===== src/bubble_config.svh =====
`ifndef BUBBLE_CONFIG_SVH
`define BUBBLE_CONFIG_SVH

// divider, 48 MHz master down to 4 MHz
`define BUB_DIV_PHASES     12     // MCLK per controller clock
`define BUB_CLKOUT_RISE    5      // clkout goes high here
`define BUB_CLKOUT_FALL    11     // clkout goes low, last phase

// field timer marks, counted in MCLK (480 per bubble cycle)
`define BUB_FIELD_START    88     // first input enable after start
`define BUB_FIELD_MINUS_X  208    // timer may park here
`define BUB_FIELD_MINUS_Y  326    // output enable mark
`define BUB_FIELD_PLUS_Y   568    // end of one rotation
`define BUB_FIELD_LOOP     89     // 568 -> 89 keeps the 480 period

// loop geometry
`define BUB_POS_LAST       2052   // 2053 positions per minor loop
`define BUB_POS_INIT       1951   // position after power up

// serial output numbering
`define BUB_PROP_CYCLES    98     // cycles from replicator to detector
`define BUB_PAGE_LAST      583    // 584 bits per page
`define BUB_BOOT_LAST      4105   // both bootloops interleaved

// output cycle value while nothing is on the detector
`define BUB_NO_DATA        8191

`endif


===== src/bubble_ctrl_pkg.sv =====
package bubble_ctrl_pkg;

    // access type, decoded from the controller strobes
    //   bit 2: magnetic field rotating
    //   bit 1: data transfer active
    //   bit 0: page instead of bootloop, swap instead of idle
    typedef enum logic [2:0]
    {
        RST  = 3'b000,  // nothing going on
        STBY = 3'b001,  // bss seen, waiting for bsen
        BOOT = 3'b110,  // bootloop read
        USER = 3'b111,  // page read, replicator fired
        IDLE = 3'b100,  // field turning, seeking a page
        SWAP = 3'b101   // page write through swap gate
    } access_t;

    // master clock phase inside one 4 MHz period
    // runs 0..11, sampling happens on 3, 7 and 11
    typedef logic [3:0] div_phase_t;

endpackage


===== src/bubble_geom_pkg.sv =====
package bubble_geom_pkg;

    // absolute loop position, 0..2052
    typedef logic [11:0] abs_pos_t;

    // serial output cycle number
    // bootloop 0..4105, page 0..583, 8191 when empty
    typedef logic [12:0] bout_cycle_t;

    // MCLK count inside the field rotation, 0..568
    typedef logic [9:0] field_count_t;

    // bit counter inside one page, all ones when empty
    typedef logic [9:0] page_cycle_t;

endpackage


===== src/bmc_ctrl_if.sv =====
interface bmc_ctrl_if;

    // synchronized controller strobes, all active low
    logic bss;      // shift start
    logic bsen;     // shift enable, field rotates while low
    logic repen;    // replicator enable
    logic booten;   // bootloop access
    logic swapen;   // swap gate enable

    // synchronizer side
    modport sync_src
    (
        output bss, bsen, repen, booten, swapen
    );

    // decoder side
    modport fsm_sink
    (
        input bss, bsen, repen, booten, swapen
    );

endinterface


===== src/bubble_timing_gen.sv =====
module bubble_timing_gen
    import bubble_ctrl_pkg::*;
    import bubble_geom_pkg::*;
(
    input  logic        MCLK,           // 48 MHz
    input  logic        rst_n,
    input  logic        en_n,
    input  logic        bss_n,
    input  logic        bsen_n,
    input  logic        repen_n,
    input  logic        booten_n,
    input  logic        swapen_n,
    output logic        clkout,         // 4 MHz controller clock
    output access_t     acc_type,
    output bout_cycle_t bout_cycle_num,
    output logic        bin_clk_en_n,
    output logic        bout_clk_en_n,
    output abs_pos_t    abs_pos
);

    logic sample_stb;
    logic field_idle;
    logic plus_y_stb;

    bmc_ctrl_if u_ctrl_if ();  // synchronized strobes

    tg_clock_divider u_clock_divider (
        .MCLK       (MCLK),
        .rst_n      (rst_n),
        .clkout     (clkout),
        .sample_stb (sample_stb)
    );

    tg_input_sync u_input_sync (
        .MCLK       (MCLK),
        .rst_n      (rst_n),
        .sample_stb (sample_stb),
        .en_n       (en_n),
        .bss_n      (bss_n),
        .bsen_n     (bsen_n),
        .repen_n    (repen_n),
        .booten_n   (booten_n),
        .swapen_n   (swapen_n),
        .ctrl       (u_ctrl_if.sync_src)
    );

    tg_access_fsm u_access_fsm (
        .MCLK     (MCLK),
        .rst_n    (rst_n),
        .ctrl     (u_ctrl_if.fsm_sink),
        .acc_type (acc_type)
    );

    tg_field_timer u_field_timer (
        .MCLK          (MCLK),
        .rst_n         (rst_n),
        .acc_type      (acc_type),
        .field_idle    (field_idle),
        .plus_y_stb    (plus_y_stb),
        .bin_clk_en_n  (bin_clk_en_n),
        .bout_clk_en_n (bout_clk_en_n)
    );

    tg_bout_counters u_bout_counters (
        .MCLK           (MCLK),
        .rst_n          (rst_n),
        .acc_type       (acc_type),
        .field_idle     (field_idle),
        .plus_y_stb     (plus_y_stb),
        .abs_pos        (abs_pos),
        .bout_cycle_num (bout_cycle_num)
    );

endmodule


===== src/tg_access_fsm.sv =====
module tg_access_fsm
    import bubble_ctrl_pkg::*;
(
    input  logic    MCLK,
    input  logic    rst_n,
    bmc_ctrl_if.fsm_sink ctrl,
    output access_t acc_type
);

    access_t state;
    access_t state_nxt;
    logic [4:0] pattern;

    // same order as the controller's decode table
    assign pattern = {ctrl.bss, ctrl.booten, ctrl.bsen, ctrl.repen, ctrl.swapen};

    always_comb
    begin
        state_nxt = state;  // unknown patterns keep the state
        case (pattern)
            // everything released, bootloop or page side
            5'b10111, 5'b11111:
            begin
                if (state != STBY)
                    state_nxt = RST;
            end
            // shift start pulse
            5'b00111, 5'b01111:
            begin
                if (state == RST)
                    state_nxt = STBY;
            end
            // bsen low with bootloop selected
            5'b10011:
            begin
                if (state == STBY || state == BOOT || state == RST)
                    state_nxt = BOOT;
            end
            // bsen low, page side, seeking
            5'b11011:
            begin
                if (state == STBY || state == RST)
                    state_nxt = IDLE;
            end
            5'b11001:
            begin
                if (state == IDLE)
                    state_nxt = USER;  // replicator pulse starts a page read
            end
            5'b11010:
            begin
                if (state == IDLE)
                    state_nxt = SWAP;  // swap pulse starts a page write
            end
            default:
            begin
                state_nxt = state;
            end
        endcase
    end

    always_ff @(posedge MCLK)
    begin
        if (!rst_n)
            state <= RST;
        else
            state <= state_nxt;
    end

    assign acc_type = state;

    a_state_legal: assert property (@(posedge MCLK) disable iff (!rst_n)
        state inside {RST, STBY, BOOT, USER, IDLE, SWAP})
        else $error("access state illegal: %b", state);

endmodule


===== src/tg_bout_counters.sv =====
`include "bubble_config.svh"

module tg_bout_counters
    import bubble_ctrl_pkg::*;
    import bubble_geom_pkg::*;
(
    input  logic        MCLK,
    input  logic        rst_n,
    input  access_t     acc_type,
    input  logic        field_idle,
    input  logic        plus_y_stb,
    output abs_pos_t    abs_pos,
    output bout_cycle_t bout_cycle_num
);

    logic [6:0]  prop_cnt;   // all ones = delay not started
    page_cycle_t page_cnt;   // all ones = no page bit yet
    bout_cycle_t boot_cnt;   // free running, both bootloops
    bout_cycle_t boot_nxt;
    page_cycle_t page_nxt;
    logic        prop_done;

    assign boot_nxt = (boot_cnt < `BUB_BOOT_LAST) ? boot_cnt + 1'b1 : '0;
    assign page_nxt = (page_cnt < `BUB_PAGE_LAST) ? page_cnt + 1'b1 : '0;  // also empty -> 0

    // replicated bubble has reached the detector
    assign prop_done = (prop_cnt != '1) && (prop_cnt >= `BUB_PROP_CYCLES - 1);

    always_ff @(posedge MCLK)
    begin
        if (!rst_n)
        begin
            abs_pos        <= abs_pos_t'(`BUB_POS_INIT);
            boot_cnt       <= bout_cycle_t'(`BUB_POS_INIT);
            bout_cycle_num <= bout_cycle_t'(`BUB_NO_DATA);
            prop_cnt       <= '1;
            page_cnt       <= '1;
        end
        else
        begin
            // loop position moves on every rotation, whatever the access
            if (plus_y_stb)
            begin
                abs_pos  <= (abs_pos < `BUB_POS_LAST) ? abs_pos + 1'b1 : '0;
                boot_cnt <= boot_nxt;
            end

            if (field_idle && acc_type == RST)
            begin
                bout_cycle_num <= bout_cycle_t'(`BUB_NO_DATA);
                prop_cnt       <= '1;
                page_cnt       <= '1;
            end
            else if (plus_y_stb)
            begin
                if (!acc_type[1])  // idle or swap, detector line empty
                begin
                    bout_cycle_num <= bout_cycle_t'(`BUB_NO_DATA);
                    prop_cnt       <= '1;
                    page_cnt       <= '1;
                end
                else if (!prop_done)
                begin
                    bout_cycle_num <= bout_cycle_t'(`BUB_NO_DATA);
                    prop_cnt       <= prop_cnt + 1'b1;  // empty wraps to 0
                    page_cnt       <= '1;
                end
                else if (!acc_type[0])
                    bout_cycle_num <= boot_nxt;  // bootloop bit number
                else
                begin
                    page_cnt       <= page_nxt;
                    bout_cycle_num <= {3'b000, page_nxt};
                end
            end
        end
    end

    a_bout_range: assert property (@(posedge MCLK) disable iff (!rst_n)
        (bout_cycle_num <= `BUB_BOOT_LAST) || (bout_cycle_num == `BUB_NO_DATA))
        else $error("bout_cycle_num out of range: %0d", bout_cycle_num);

endmodule


===== src/tg_clock_divider.sv =====
`include "bubble_config.svh"

module tg_clock_divider
    import bubble_ctrl_pkg::*;
(
    input  logic MCLK,
    input  logic rst_n,
    output logic clkout,     // 4 MHz to the controller
    output logic sample_stb  // one MCLK every third of a 4 MHz period
);

    div_phase_t phase;

    always_ff @(posedge MCLK)
    begin
        if (!rst_n)
        begin
            phase  <= '0;
            clkout <= 1'b1;  // controller clock idles high
        end
        else
        begin
            if (phase == div_phase_t'(`BUB_DIV_PHASES - 1))
                phase <= '0;
            else
                phase <= phase + 1'b1;

            if (phase == div_phase_t'(`BUB_CLKOUT_RISE))
                clkout <= 1'b1;
            else if (phase == div_phase_t'(`BUB_CLKOUT_FALL))
                clkout <= 1'b0;  // controller launches strobes on this edge
        end
    end

    // phases 3, 7, 11 all end in 2'b11
    assign sample_stb = (phase[1:0] == 2'b11);

    a_phase_range: assert property (@(posedge MCLK) disable iff (!rst_n)
        phase < `BUB_DIV_PHASES)
        else $error("divider phase out of range: %0d", phase);

endmodule


===== src/tg_field_timer.sv =====
`include "bubble_config.svh"

module tg_field_timer
    import bubble_ctrl_pkg::*;
    import bubble_geom_pkg::*;
(
    input  logic    MCLK,
    input  logic    rst_n,
    input  access_t acc_type,
    output logic    field_idle,     // timer parked at 0
    output logic    plus_y_stb,     // field at +Y, once per bubble cycle
    output logic    bin_clk_en_n,   // sample write data
    output logic    bout_clk_en_n   // launch read data
);

    field_count_t field_cnt;

    always_ff @(posedge MCLK)
    begin
        if (!rst_n)
            field_cnt <= '0;
        else if (field_cnt == '0)
        begin
            if (acc_type[2])
                field_cnt <= field_cnt + 1'b1;  // field starts rotating
        end
        else if (field_cnt == field_count_t'(`BUB_FIELD_MINUS_X))
        begin
            if (acc_type[2])
                field_cnt <= field_cnt + 1'b1;
            else
                field_cnt <= '0;  // rotation stops at -X
        end
        else if (field_cnt == field_count_t'(`BUB_FIELD_PLUS_Y))
            field_cnt <= field_count_t'(`BUB_FIELD_LOOP);  // next cycle, 480 later
        else
            field_cnt <= field_cnt + 1'b1;
    end

    assign field_idle = (field_cnt == '0);
    assign plus_y_stb = (field_cnt == field_count_t'(`BUB_FIELD_PLUS_Y));

    always_ff @(posedge MCLK)
    begin
        if (!rst_n)
        begin
            bin_clk_en_n  <= 1'b1;
            bout_clk_en_n <= 1'b0;  // low while idle
        end
        else
        begin
            bin_clk_en_n <= !(field_cnt == field_count_t'(`BUB_FIELD_START) || plus_y_stb);
            // bubble reaches the detector at -Y
            bout_clk_en_n <= !(field_idle ||
                               field_cnt == field_count_t'(`BUB_FIELD_MINUS_Y));
        end
    end

    a_plus_y_single: assert property (@(posedge MCLK) disable iff (!rst_n)
        plus_y_stb |=> !plus_y_stb)
        else $error("plus_y_stb held for more than one MCLK");

endmodule


===== src/tg_input_sync.sv =====
module tg_input_sync
(
    input  logic MCLK,
    input  logic rst_n,
    input  logic sample_stb,
    input  logic en_n,       // whole emulator disabled while high
    input  logic bss_n,
    input  logic bsen_n,
    input  logic repen_n,
    input  logic booten_n,
    input  logic swapen_n,
    bmc_ctrl_if.sync_src ctrl
);

    // bit order {swapen, bss, bsen, repen, booten}
    logic [4:0] gated;
    logic [4:0] sync_s1;
    logic [4:0] sync_s2;
    logic [4:0] sync_s3;

    assign gated[4] = en_n | swapen_n;
    assign gated[3] = en_n | bss_n;
    assign gated[2] = en_n | bsen_n;
    assign gated[1] = en_n | repen_n | ~booten_n;  // no replication during bootloop read
    assign gated[0] = ~en_n & booten_n;            // disabled reads as bootloop select

    always_ff @(posedge MCLK)
    begin
        if (!rst_n)
        begin
            sync_s1 <= 5'b11110;  // inactive pattern, booten low
            sync_s2 <= 5'b11110;
            sync_s3 <= 5'b11110;
            {ctrl.swapen, ctrl.bss, ctrl.bsen, ctrl.repen, ctrl.booten} <= 5'b11110;
        end
        else
        begin
            sync_s1 <= gated;
            sync_s2 <= sync_s1;
            sync_s3 <= sync_s2;
            if (sample_stb)  // take a settled value only on divider phases
                {ctrl.swapen, ctrl.bss, ctrl.bsen, ctrl.repen, ctrl.booten} <= sync_s3;
        end
    end

endmodule

===== config.mk =====
export PLATFORM = sky130hd
export DESIGN_NAME = bubble_timing_gen
export DESIGN_NICKNAME = d
export VERILOG_FILES = /design/src/bubble_ctrl_pkg.sv /design/src/bubble_geom_pkg.sv /design/src/bmc_ctrl_if.sv /design/src/bubble_timing_gen.sv /design/src/tg_access_fsm.sv /design/src/tg_bout_counters.sv /design/src/tg_clock_divider.sv /design/src/tg_field_timer.sv /design/src/tg_input_sync.sv
export VERILOG_INCLUDE_DIRS = /design/src
export SDC_FILE = /design/constraint.sdc
export NUM_CORES = 1
export LEC_CHECK = 0
export BUFFER_PORTS_ARGS = -buffer_cell sky130_fd_sc_hd__buf_2
export CAP_MARGIN = 10
export CORE_UTILIZATION = 50
export CTS_CLUSTER_SIZE = 10
export DETAILED_ROUTE_END_ITERATION = 16
export PLACE_DENSITY = 0.81
export SLEW_MARGIN = 20
export SYNTH_ARGS = -nofsm -noshare
export SYNTH_HDL_FRONTEND = slang
export SYNTH_SLANG_ARGS = --single-unit

===== constraint.sdc =====
create_clock -name MCLK -period 3.5 [get_ports MCLK]
set_input_delay 0.875 -clock MCLK [delete_from_list [all_inputs] [get_ports MCLK]]
set_output_delay 0.875 -clock MCLK [all_outputs]
set_load 0.1 [all_outputs]

=== After elaboration in Yosys (flattened, before gate mapping) ===
Index checks and enable logic that the tools add are counted.

* Memories: 0
* Memory bits (read-only): 0
* Input bits: 8
* Output and inout bits: 31
* RAM bits: 0
* Latch bits: 0
* Bits in registers: 95

* Reduce and logical (&&, ||, !) cells: 20
* Add/sub/neg operators: 6
* Muxes and demuxes: 23
* Shift operators: 0
* Div/mod/pow operators: 0
* Magnitude comparators: 4
* Equality and inequality tests: 29
* Bitwise gates (word level): 9
* $mul: 0

{| class="wikitable"
|+ Operators with widths
! operator !! count
|-
| $mux 10 || 9
|-
| $mux 13 || 4
|-
| $eq 5x5->1 const B || 6
|-
| $add 10x1->10 const B || 2
|-
| $mux 3 || 6
|-
| $pmux 3 s6 || 1
|-
| $mux 7 || 2
|-
| $add 13x1->13 const B || 1
|-
| $lt 13x13->1 const B || 1
|-
| $add 12x1->12 const B || 1
|-
| $lt 12x12->1 const B || 1
|-
| $mux 12 || 1
|-
| $ne 2x1->1 const B || 6
|-
| $eq 10x10->1 const B || 1
|-
| $eq 10x7->1 const B || 1
|-
| $eq 10x8->1 const B || 1
|-
| $eq 10x9->1 const B || 1
|-
| $logic_not 10->1 || 1
|-
| $lt 10x10->1 const B || 1
|-
| $reduce_or 2->1 || 5
|-
| $add 7x1->7 const B || 1
|-
| $ge 7x7->1 const B || 1
|-
| $ne 7x7->1 const B || 1
|-
| $reduce_and 7->1 || 1
|-
| other kinds (20) || 35
|}

=== Logic depth before layout (Yosys ltp) ===
Gate-level depths: netlist (run 1).

* Depth after elaboration: 5
* Depth in mapped cells: 8

=== By module ===
From an unflattened synthesis (run 1), not the netlist that was laid out.

* Cells, all modules: 533
* Area, all modules: 4,745.8 um^2

{| class="wikitable"
|+ Modules (own cells, without submodules)
! module !! times used !! sequential area each (um^2) !! cells each !! area an instance (um^2)
|-
| tg_bout_counters || 1 || 1,101.1 || 349 || 2,921.6
|-
| tg_field_timer || 1 || 240.2 || 77 || 700.7
|-
| tg_input_sync || 1 || 400.4 || 48 || 591.8
|-
| tg_access_fsm || 1 || 60.1 || 35 || 296.5
|-
| tg_clock_divider || 1 || 100.1 || 24 || 235.2
|}

=== Worst setup path before layout (run 1) ===
OpenSTA, ideal clock, no wires.

* Path type: flip-flop to flip-flop
* Start point: register u_access_fsm.state[1] (netlist: u_access_fsm.acc_type[1])
* End point: register u_bout_counters.bout_cycle_num[3]
* Buffers on the path: 0
* Cell stages (with the launch flop): 5
* Slack: 1,081 ps
* Required time: 3,378 ps
* Library setup time: 122 ps
* Arrival: 2,297 ps
* Path through: dfxtp_1 > nand3_1 > o31ai_1 > o21ai_0 > a221o_1

* Cells in the longest elaborated chain, start to end: 3
* Elaborated cells on any way between the ends: 4

{| class="wikitable"
|+ RTL lines
! element !! line !! source
|-
| start: declaration || tg_access_fsm.sv:10 || <nowiki>access_t state;</nowiki>
|-
| start signal: assignment || tg_access_fsm.sv:67 || <nowiki>state <= state_nxt;</nowiki>
|-
| $logic_not 3->1 || tg_bout_counters.sv:48 || <nowiki>if (field_idle && acc_type == RST)</nowiki>
|-
| $logic_and 1x1->1 || tg_bout_counters.sv:48 ||
|-
| $reduce_or 2->1 (no line) || - ||
|-
| end signal: assignment || tg_bout_counters.sv:50 || <nowiki>bout_cycle_num <= bout_cycle_t'(`BUB_NO_DATA);</nowiki>
|-
| end signal: assignment || tg_bout_counters.sv:58 || <nowiki>bout_cycle_num <= bout_cycle_t'(`BUB_NO_DATA);</nowiki>
|-
| end signal: assignment || tg_bout_counters.sv:64 || <nowiki>bout_cycle_num <= bout_cycle_t'(`BUB_NO_DATA);</nowiki>
|-
| end: declaration || tg_bout_counters.sv:13 || <nowiki>output bout_cycle_t bout_cycle_num</nowiki>
|}

Several ways; a longest one is shown, not always the timed one.
A chain may end at the register's enable or synchronous reset.

=== Final worst setup path (run 1) ===
* Start point: register u_access_fsm.state[0] (netlist: u_access_fsm.acc_type[0])
* End point: output port acc_type[0]

{| class="wikitable"
|+ RTL lines
! element !! line !! source
|-
| end: declaration || bubble_timing_gen.sv:14 || <nowiki>output access_t acc_type,</nowiki>
|}

No word-level cell between the ends.

==> results of run 1 <==
==> sequential cells by signal (all words and copies together), names as in the netlist, 3 cells and up <==
register / count
u_bout_counters.prop_cnt: 7
u_access_fsm.acc_type: 3
u_bout_counters.boot_cnt: 13
u_input_sync.sync_s1: 5
u_field_timer.field_cnt: 10
u_input_sync.sync_s2: 5
u_clock_divider.phase: 4
u_bout_counters.bout_cycle_num: 13
u_input_sync.sync_s3: 5
u_bout_counters.page_cnt: 10
u_bout_counters.abs_pos: 12
==> cell type report <==
class                           count  area (um^2)  area share (%)
Timing Repair Buffer               45          243            4.73
Inverter                           21         78.8            1.54
Sequential cell                    95         1900            37.1
Tap cell                          108          135            2.63
Clock buffer                        9          124            2.42
Clock inverter                      7         73.8            1.44
Multi-Input combinational cell    414         2570            50.2
==> how the worst min path moves through the flow <==
stage,startpoint,endpoint,depth (start not counted)
after global routing,u_input_sync.sync_s2[4],u_input_sync.sync_s3[4],1
final,u_input_sync.sync_s2[3],u_input_sync.sync_s3[3],1
after detailed placement,u_input_sync.sync_s2[4],u_input_sync.sync_s3[4],1
after CTS,u_input_sync.sync_s2[4],u_input_sync.sync_s3[4],1
after global placement,u_input_sync.sync_s2[1],u_input_sync.sync_s3[1],1
after floorplan,u_input_sync.sync_s1[1],u_input_sync.sync_s2[1],1
==> where the power goes <==
group          switching (mW)  leakage, nW  internal (mW)  total [mW]
clock                   0.445        0.101          0.282       0.727
combinational           0.181         1.08         0.0837       0.264
sequential             0.0180        0.770           1.10        1.12
total                   0.644         1.95           1.47        2.11
==> cells by family (layout without fill, tap and decap cells) <==
| group | count (synthesis) | after routing |
|---|---|---|
| AO/OA/AOI/OAI | 130 | 130 |
| XOR/XNOR | 28 | 28 |
| adder cells (fa/ha/maj) | 10 | 10 |
| buffers and inverters | 54 | 82 |
| flip-flops | 95 | 95 |
| multiplexers | 11 | 11 |
| AND/OR/NAND/NOR | 235 | 235 |
==> metal layers <==
layer / up-vias / part of all wire (%)
met4: 0 / 1.5
met5: - / 0
li1: 2068 / -
met3: 20 / 5.9
met1: 2049 / 43
met2: 166 / 50
==> Yosys cell counts (3+ instances only) <==
| library cell | n | share of area, % |
|---|---|---|
| nand3b_1 | 3 | 0.48 |
| o311ai_0 | 4 | 0.75 |
| nand3_1 | 31 | 3.3 |
| nor2_1 | 41 | 3.3 |
| xor2_1 | 15 | 2.8 |
| o21ai_0 | 41 | 4.4 |
| nand2_1 | 59 | 4.7 |
| nor4_1 | 5 | 0.67 |
| a2bb2oi_1 | 3 | 0.56 |
| ha_1 | 10 | 2.7 |
| o31ai_1 | 6 | 0.96 |
| o211ai_1 | 12 | 1.9 |
| a21oi_1 | 22 | 2.4 |
| dfxtp_1 | 95 | 41 |
| clkbuf_1 | 28 | 2.2 |
| xnor2_1 | 13 | 2.4 |
| nand2b_1 | 16 | 2.1 |
| nand4_1 | 13 | 1.7 |
| and2_1 | 8 | 1.1 |
| a21o_1 | 3 | 0.48 |
| or3_1 | 8 | 1.1 |
| a31oi_1 | 9 | 1.2 |
| nand4b_1 | 3 | 0.56 |
| or4_1 | 4 | 0.64 |
| mux2i_1 | 11 | 2.4 |
| nor2b_1 | 9 | 1.2 |
| a211oi_1 | 4 | 0.64 |
| and3_1 | 6 | 0.80 |
| a211o_1 | 4 | 0.75 |
| nor3_1 | 17 | 1.8 |
| o221ai_1 | 3 | 0.56 |
| inv_1 | 21 | 1.7 |
==> stage by stage <==
step                hold slack (ns)  instance area [um^2]  util (%)
floorplan                     0.386                  4680         -
global placement              0.392                  4930      55.5
detailed placement            0.395                  4930      55.5
CTS                           0.421                  5130      57.7
global route                  0.433                  5130      57.7
finish                        0.420                  5130      57.7
==> flow_metrics.tcl, run 1 <==
set metrics [dict create \
    place_inst 683 \
    arrival_ns 1.70 \
    synthesis.area_mm2 0.00468 \
    mostFrequentLayoutCells "95 x dfxtp_1, 59 x nand2_1, 41 x nor2_1, 41 x o21ai_0, 38 x buf_2" \
    ys.flop_type "dfxtp_1" \
    fin_nets 604 \
    yosys.area_share.simple_pct 26.4 \
    grt_pass1_wl_mm 18.9 \
    fillers 794 \
    track_usage_pct 23.8 \
    clk_pin_slew_ns 0.11 \
    post-place-ws_ns 1.11 \
    met3_usage_pct 5.11 \
    rr_endpoint "u_bout_counters.bout_cycle_num[5]" \
    synth_mux_area_share_pct 2.35 \
    synth_compound_area_share_pct 18.3 \
    root_buffer "clkbuf_8" \
    synthesis.instances 563 \
    avgViaCountPerCell 6.16 \
    crit_chain "buf_2" \
    num_rows 34 \
    cts_tree "built" \
    grt_overflow 0 \
    outcome "finished clean" \
    crit_slowest_cell "dfxtp_1" \
    clkLatencyLatePin_ns 0.37 \
    ys_async_sr_fraction_pct 0 \
    core_mm2 0.00889 \
    power_mw 2.11 \
    remaining_drc_errors 0 \
    crit_family "flip-flops" \
    gp_congestion 0.883 \
    setup_violations 0 \
    cpPeakStageDelay_ns 0.78 \
    antenna_found_initial 0 \
    met2_usage_pct 40.4 \
    cp_num_buf_inv 1 \
    irDropWorstVdd_v 0.000265 \
    met1_usage_pct 29.8 \
    grt_pass1_vias 4060 \
    dp_hpwl_mm 7.70 \
    cts_buffers 9 \
    slew_violations 0 \
    period_minus_slack_ns 2.57 \
    vias 4303 \
    hold_path.class "register to register" \
    dr.pass1.iters 5 \
    synth-xor-area-share_pct 5.24 \
    ys_seq_area_share_pct 40.6 \
    fin_ws_ns 0.929 \
    die-area_mm2 0.00975 \
    finalSetupTns_ns 0 \
    maxSlewHeadroom_pct 34.5 \
    synth_area_per_cell_um2 8.32 \
    synth_top_family_by_area "simple AND/OR/NAND/NOR gates" \
    port_buffers 38 \
    busiest_layer "met2" \
    drv_cap 0 \
    cp-endpoint "acc_type[0]" \
    layout_commonest_cell "dfxtp_1" \
    synth_seq_cells 95 \
    cts.sinks 95 \
    drive_above_1_share_pct 11.5 \
    start_kind "register" \
    die_h_um 98.8 \
    dr.first_iter.drc_count 316 \
    min_period_over_period_pct 73.5 \
    routedWlPerCell_um 16.1 \
    start_util_pct 52.7 \
    powerDensity_mw_per_mm2 412 \
    h-tree-depth 3 \
    cts_buffer_depth 2 \
    pin_count 39 \
    r2r_start "u_bout_counters.page_cnt[0]" \
    power_leakage_nw 1.95 \
    detail-route-antenna-nets 0 \
    drt_wl_total_mm 11.3 \
    reg2reg_depth 6 \
    max_freq_mhz 389 \
    rsz0062_at_grt "no" \
    synthAdderAreaFrac_pct 2.67 \
    synth_cell_types 59 \
    rrSetupSlack_ns 0.98 \
    cts_hold_buf 0 \
    criticalPathCategory "register to output port" \
    cp-startpoint "u_access_fsm.acc_type[0]" \
    final_cells 699 \
    required_ns 2.62 \
    synth_warnings 0 \
    finalHoldViolCount 0 \
    n_antenna_cell 0 \
    cp_max_fo 17 \
    area_growth_pct 9.54 \
    cts_resized 0 \
    end_kind "output port" \
    path_depth 1 \
    fin_skew_ns 0.00997 \
    fp.dieW_um 98.8 \
    synth_edf_count 0 \
    grt_max_degree 44 \
    worst-slew-pin-transition_ns 0.974 \
    cts_setup_buffers 0 \
    syn_nets 581 \
]
No activity file was read; power rests on OpenSTA's default activity.
==> run 2: changes to the inputs <==
--- a/config.mk
+++ b/config.mk
@@ -11,7 +11,7 @@
 export CORE_UTILIZATION = 50
 export CTS_CLUSTER_SIZE = 10
 export DETAILED_ROUTE_END_ITERATION = 16
-export PLACE_DENSITY = 0.81
+export PLACE_DENSITY = 0.83
 export SLEW_MARGIN = 20
 export SYNTH_ARGS = -nofsm -noshare
 export SYNTH_HDL_FRONTEND = slang
==> constraint.sdc (replaced) <==
create_clock -name MCLK -period 2.1 [get_ports MCLK]
set_input_delay 0.525 -clock MCLK [delete_from_list [all_inputs] [get_ports MCLK]]
set_output_delay 0.525 -clock MCLK [all_outputs]
set_load 0.1 [all_outputs]
==> run 2 against run 1 <==
  * Core utilization grew 5.7 points
  * Non-clock buffer count grew 49
  * Register-to-register slack lost 0.97 ns
  * Combinational power grew 140%
  * Count of clock-buffer cells in the layout is the same
  * Final cell count grew 7.0%
  * Critical path depth grew 9
  * Critical path type is now register to register
  * Sequential cell count is the same
  * Clock power grew 71%
  * Final area grew 9.9%
  * Clock skew grew 0.0095 ns
==> flow_metrics.tcl, run 2 (synthesis results as in run 1) <==
set metrics [dict create \
    cts.sinks 95 \
    outcome "finished clean" \
    fp.dieW_um 98.8 \
    crit_chain "inv_2 -> ha_4 -> nor4b_2 -> buf_4 -> nand3_4 -> o41ai_2 -> buf_4 -> buf_4 -> or4_4 -> o31a_1" \
    cpPeakStageDelay_ns 0.50 \
    max_freq_mhz 477 \
    fillers 674 \
    power_leakage_nw 2.23 \
    h-tree-depth 3 \
    track_usage_pct 25.6 \
    grt_overflow 0 \
    p_sw_share_pct 31.0 \
    dp_hpwl_mm 8.51 \
    p_seq_share_pct 49.7 \
    cts_buffers 9 \
    cts_hold_buf 0 \
    die-area_mm2 0.00975 \
    setup_violations 0 \
    n_antenna_cell 0 \
    drv_cap 0 \
    cts_buffer_depth 2 \
    p_switching_mw 1.16 \
    die_h_um 98.8 \
    hold_depth 2 \
    start_util_pct 52.7 \
    min_period_over_period_pct 99.7 \
    avgViaCountPerCell 6.23 \
    reg2reg_depth 10 \
    start_kind "register" \
    grt_max_degree 37 \
    rrSetupSlack_ns 0.006 \
    hold_ws_ns 0.308 \
    grt_pass1_vias 4422 \
    intPower_mw 2.58 \
    clkLatencyLatePin_ns 0.38 \
    hold_path.class "input pin to register" \
    period_minus_slack_ns 2.09 \
    layout_commonest_cell "dfxtp_1" \
    slew_violations 0 \
    remaining_drc_errors 0 \
    finalHoldViolCount 0 \
    worst-slew-pin-transition_ns 0.484 \
    antenna_found_initial 0 \
    core_mm2 0.00889 \
    root_buffer "clkbuf_8" \
    num_rows 34 \
    dr.first_iter.drc_count 438 \
    reg_top3 "u_bout_counters.boot_cnt: 13 flops, u_bout_counters.bout_cycle_num: 13 flops, u_bout_counters.abs_pos: 12 flops" \
    end_kind "register" \
    drive_above_1_share_pct 22.7 \
    pin_count 39 \
    fin_nets 653 \
    gp_congestion 0.925 \
    cts_tree "built" \
    irDropWorstVdd_v 0.000427 \
    maxSlewHeadroom_pct 66.9 \
    clk_pin_slew_ns 0.11 \
    arrival_ns 2.37 \
    fin_skew_ns 0.0194 \
    crit_slowest_cell "or4_4" \
    p_comb_share_pct 17.2 \
    rsz0062_at_grt "yes" \
    powerDensity_mw_per_mm2 664 \
    clkPwrFrac_pct 33.1 \
    critPathMostFrequentCell "buf_4" \
    grt_pass1_wl_mm 20.3 \
    area_growth_pct 20.4 \
    dr.pass1.iters 7 \
    vias 4660 \
    cp_max_fo 6 \
    fin_area_mm2 0.00564 \
    detail-route-antenna-nets 0 \
    required_ns 2.37 \
    routedWlPerCell_um 16.7 \
    port_buffers 38 \
    dpl_cell_area_mm2 0.00528 \
    drt_wl_total_mm 12.5 \
    mostFrequentLayoutCells "83 x dfxtp_1, 57 x nand2_1, 55 x buf_4, 40 x nor2_1, 40 x o21ai_0" \
    criticalPathCategory "register to register" \
]
## run 2: cell types whose count changed in the layout (fill, tap and decap cells not counted), sizes merged
cell and change:
buf +49, clkinv +1, inv -1
## run 2: timing repair
item / 4_1_cts / 5_1_grt
pin swaps: 1 / 3
hold endpoints to repair: 0 / 0
setup endpoints to repair: 12 / 34
setup buffers: 1 / 4
resized for setup: 10 / 21
## run 2: path summary, 6_finish.rpt
check	startpoint	to
setup / recovery	u_field_timer.field_cnt[0]	u_bout_counters.prop_cnt[2]
hold / removal	bss_n	u_input_sync.sync_s1[3]
setup reg to reg	u_field_timer.field_cnt[0]	u_bout_counters.prop_cnt[2]
hold reg to reg	u_input_sync.sync_s1[4]	u_input_sync.sync_s2[4]
## run 2: cell type report
class | instances | area [um^2] | share of cell area (%)
clock buffer | 9 | 124 | 2.20
clock inverter | 7 | 86.3 | 1.53
inverter | 21 | 78.8 | 1.40
multi-input combinational | 414 | 2670 | 47.4
sequential | 95 | 1920 | 34.0
tap | 108 | 135 | 2.40
timing repair buffer | 94 | 623 | 11.1
## run 2: power by group through the flow
stage | Combinational (mW) | Clock, mW | Sequential [mW]
after floorplan | 0.283 | 0 | 1.95
after global placement | 0.547 | 0 | 1.89
after detailed placement | 0.572 | 0 | 1.90
after CTS | 0.594 | 1.26 | 1.86
after global routing | 0.680 | 1.34 | 1.86
final | 0.646 | 1.24 | 1.86
## run 2: metal layers
| layer | part of all wire [%] | GRT usage, % | up-vias |
|---|---|---|---|
| met4 | 2.6 | 13.0 | 0 |
| met5 | 0 | 0 | - |
| met1 | 40 | 32.2 | 2221 |
| li1 | - | - | 2173 |
| met3 | 7.2 | 3.90 | 39 |
| met2 | 50 | 42.6 | 227 |
## run 2: stage by stage
| step | std cells | util [%] | total power [mW] | worst slack, ns | TNS (ns) |
|---|---|---|---|---|---|
| CTS | 744 | 62.3 | 3.71 | -0.0161 | -0.0176 |
| floorplan | 563 | - | 2.23 | 0.00159 | 0 |
| finish | 748 | 63.4 | 3.74 | 0.00573 | 0 |
| detailed placement | 727 | 59.4 | 2.47 | -0.235 | -0.408 |
| global route | 748 | 63.4 | 3.88 | -0.0628 | -0.209 |
| global placement | 727 | 59.4 | 2.44 | -0.0538 | -0.0538 |
## run 2: critical path: cells and delay by family, from the launching register on
kind / cells / cell delay (ns)
AOI/OAI and AO/OA: 2 / 0.20
buffers and inverters: 4 / 0.53
DFF: 1 / 0.35
and+or+nand+nor: 3 / 0.75
adders and majority gates: 1 / 0.15
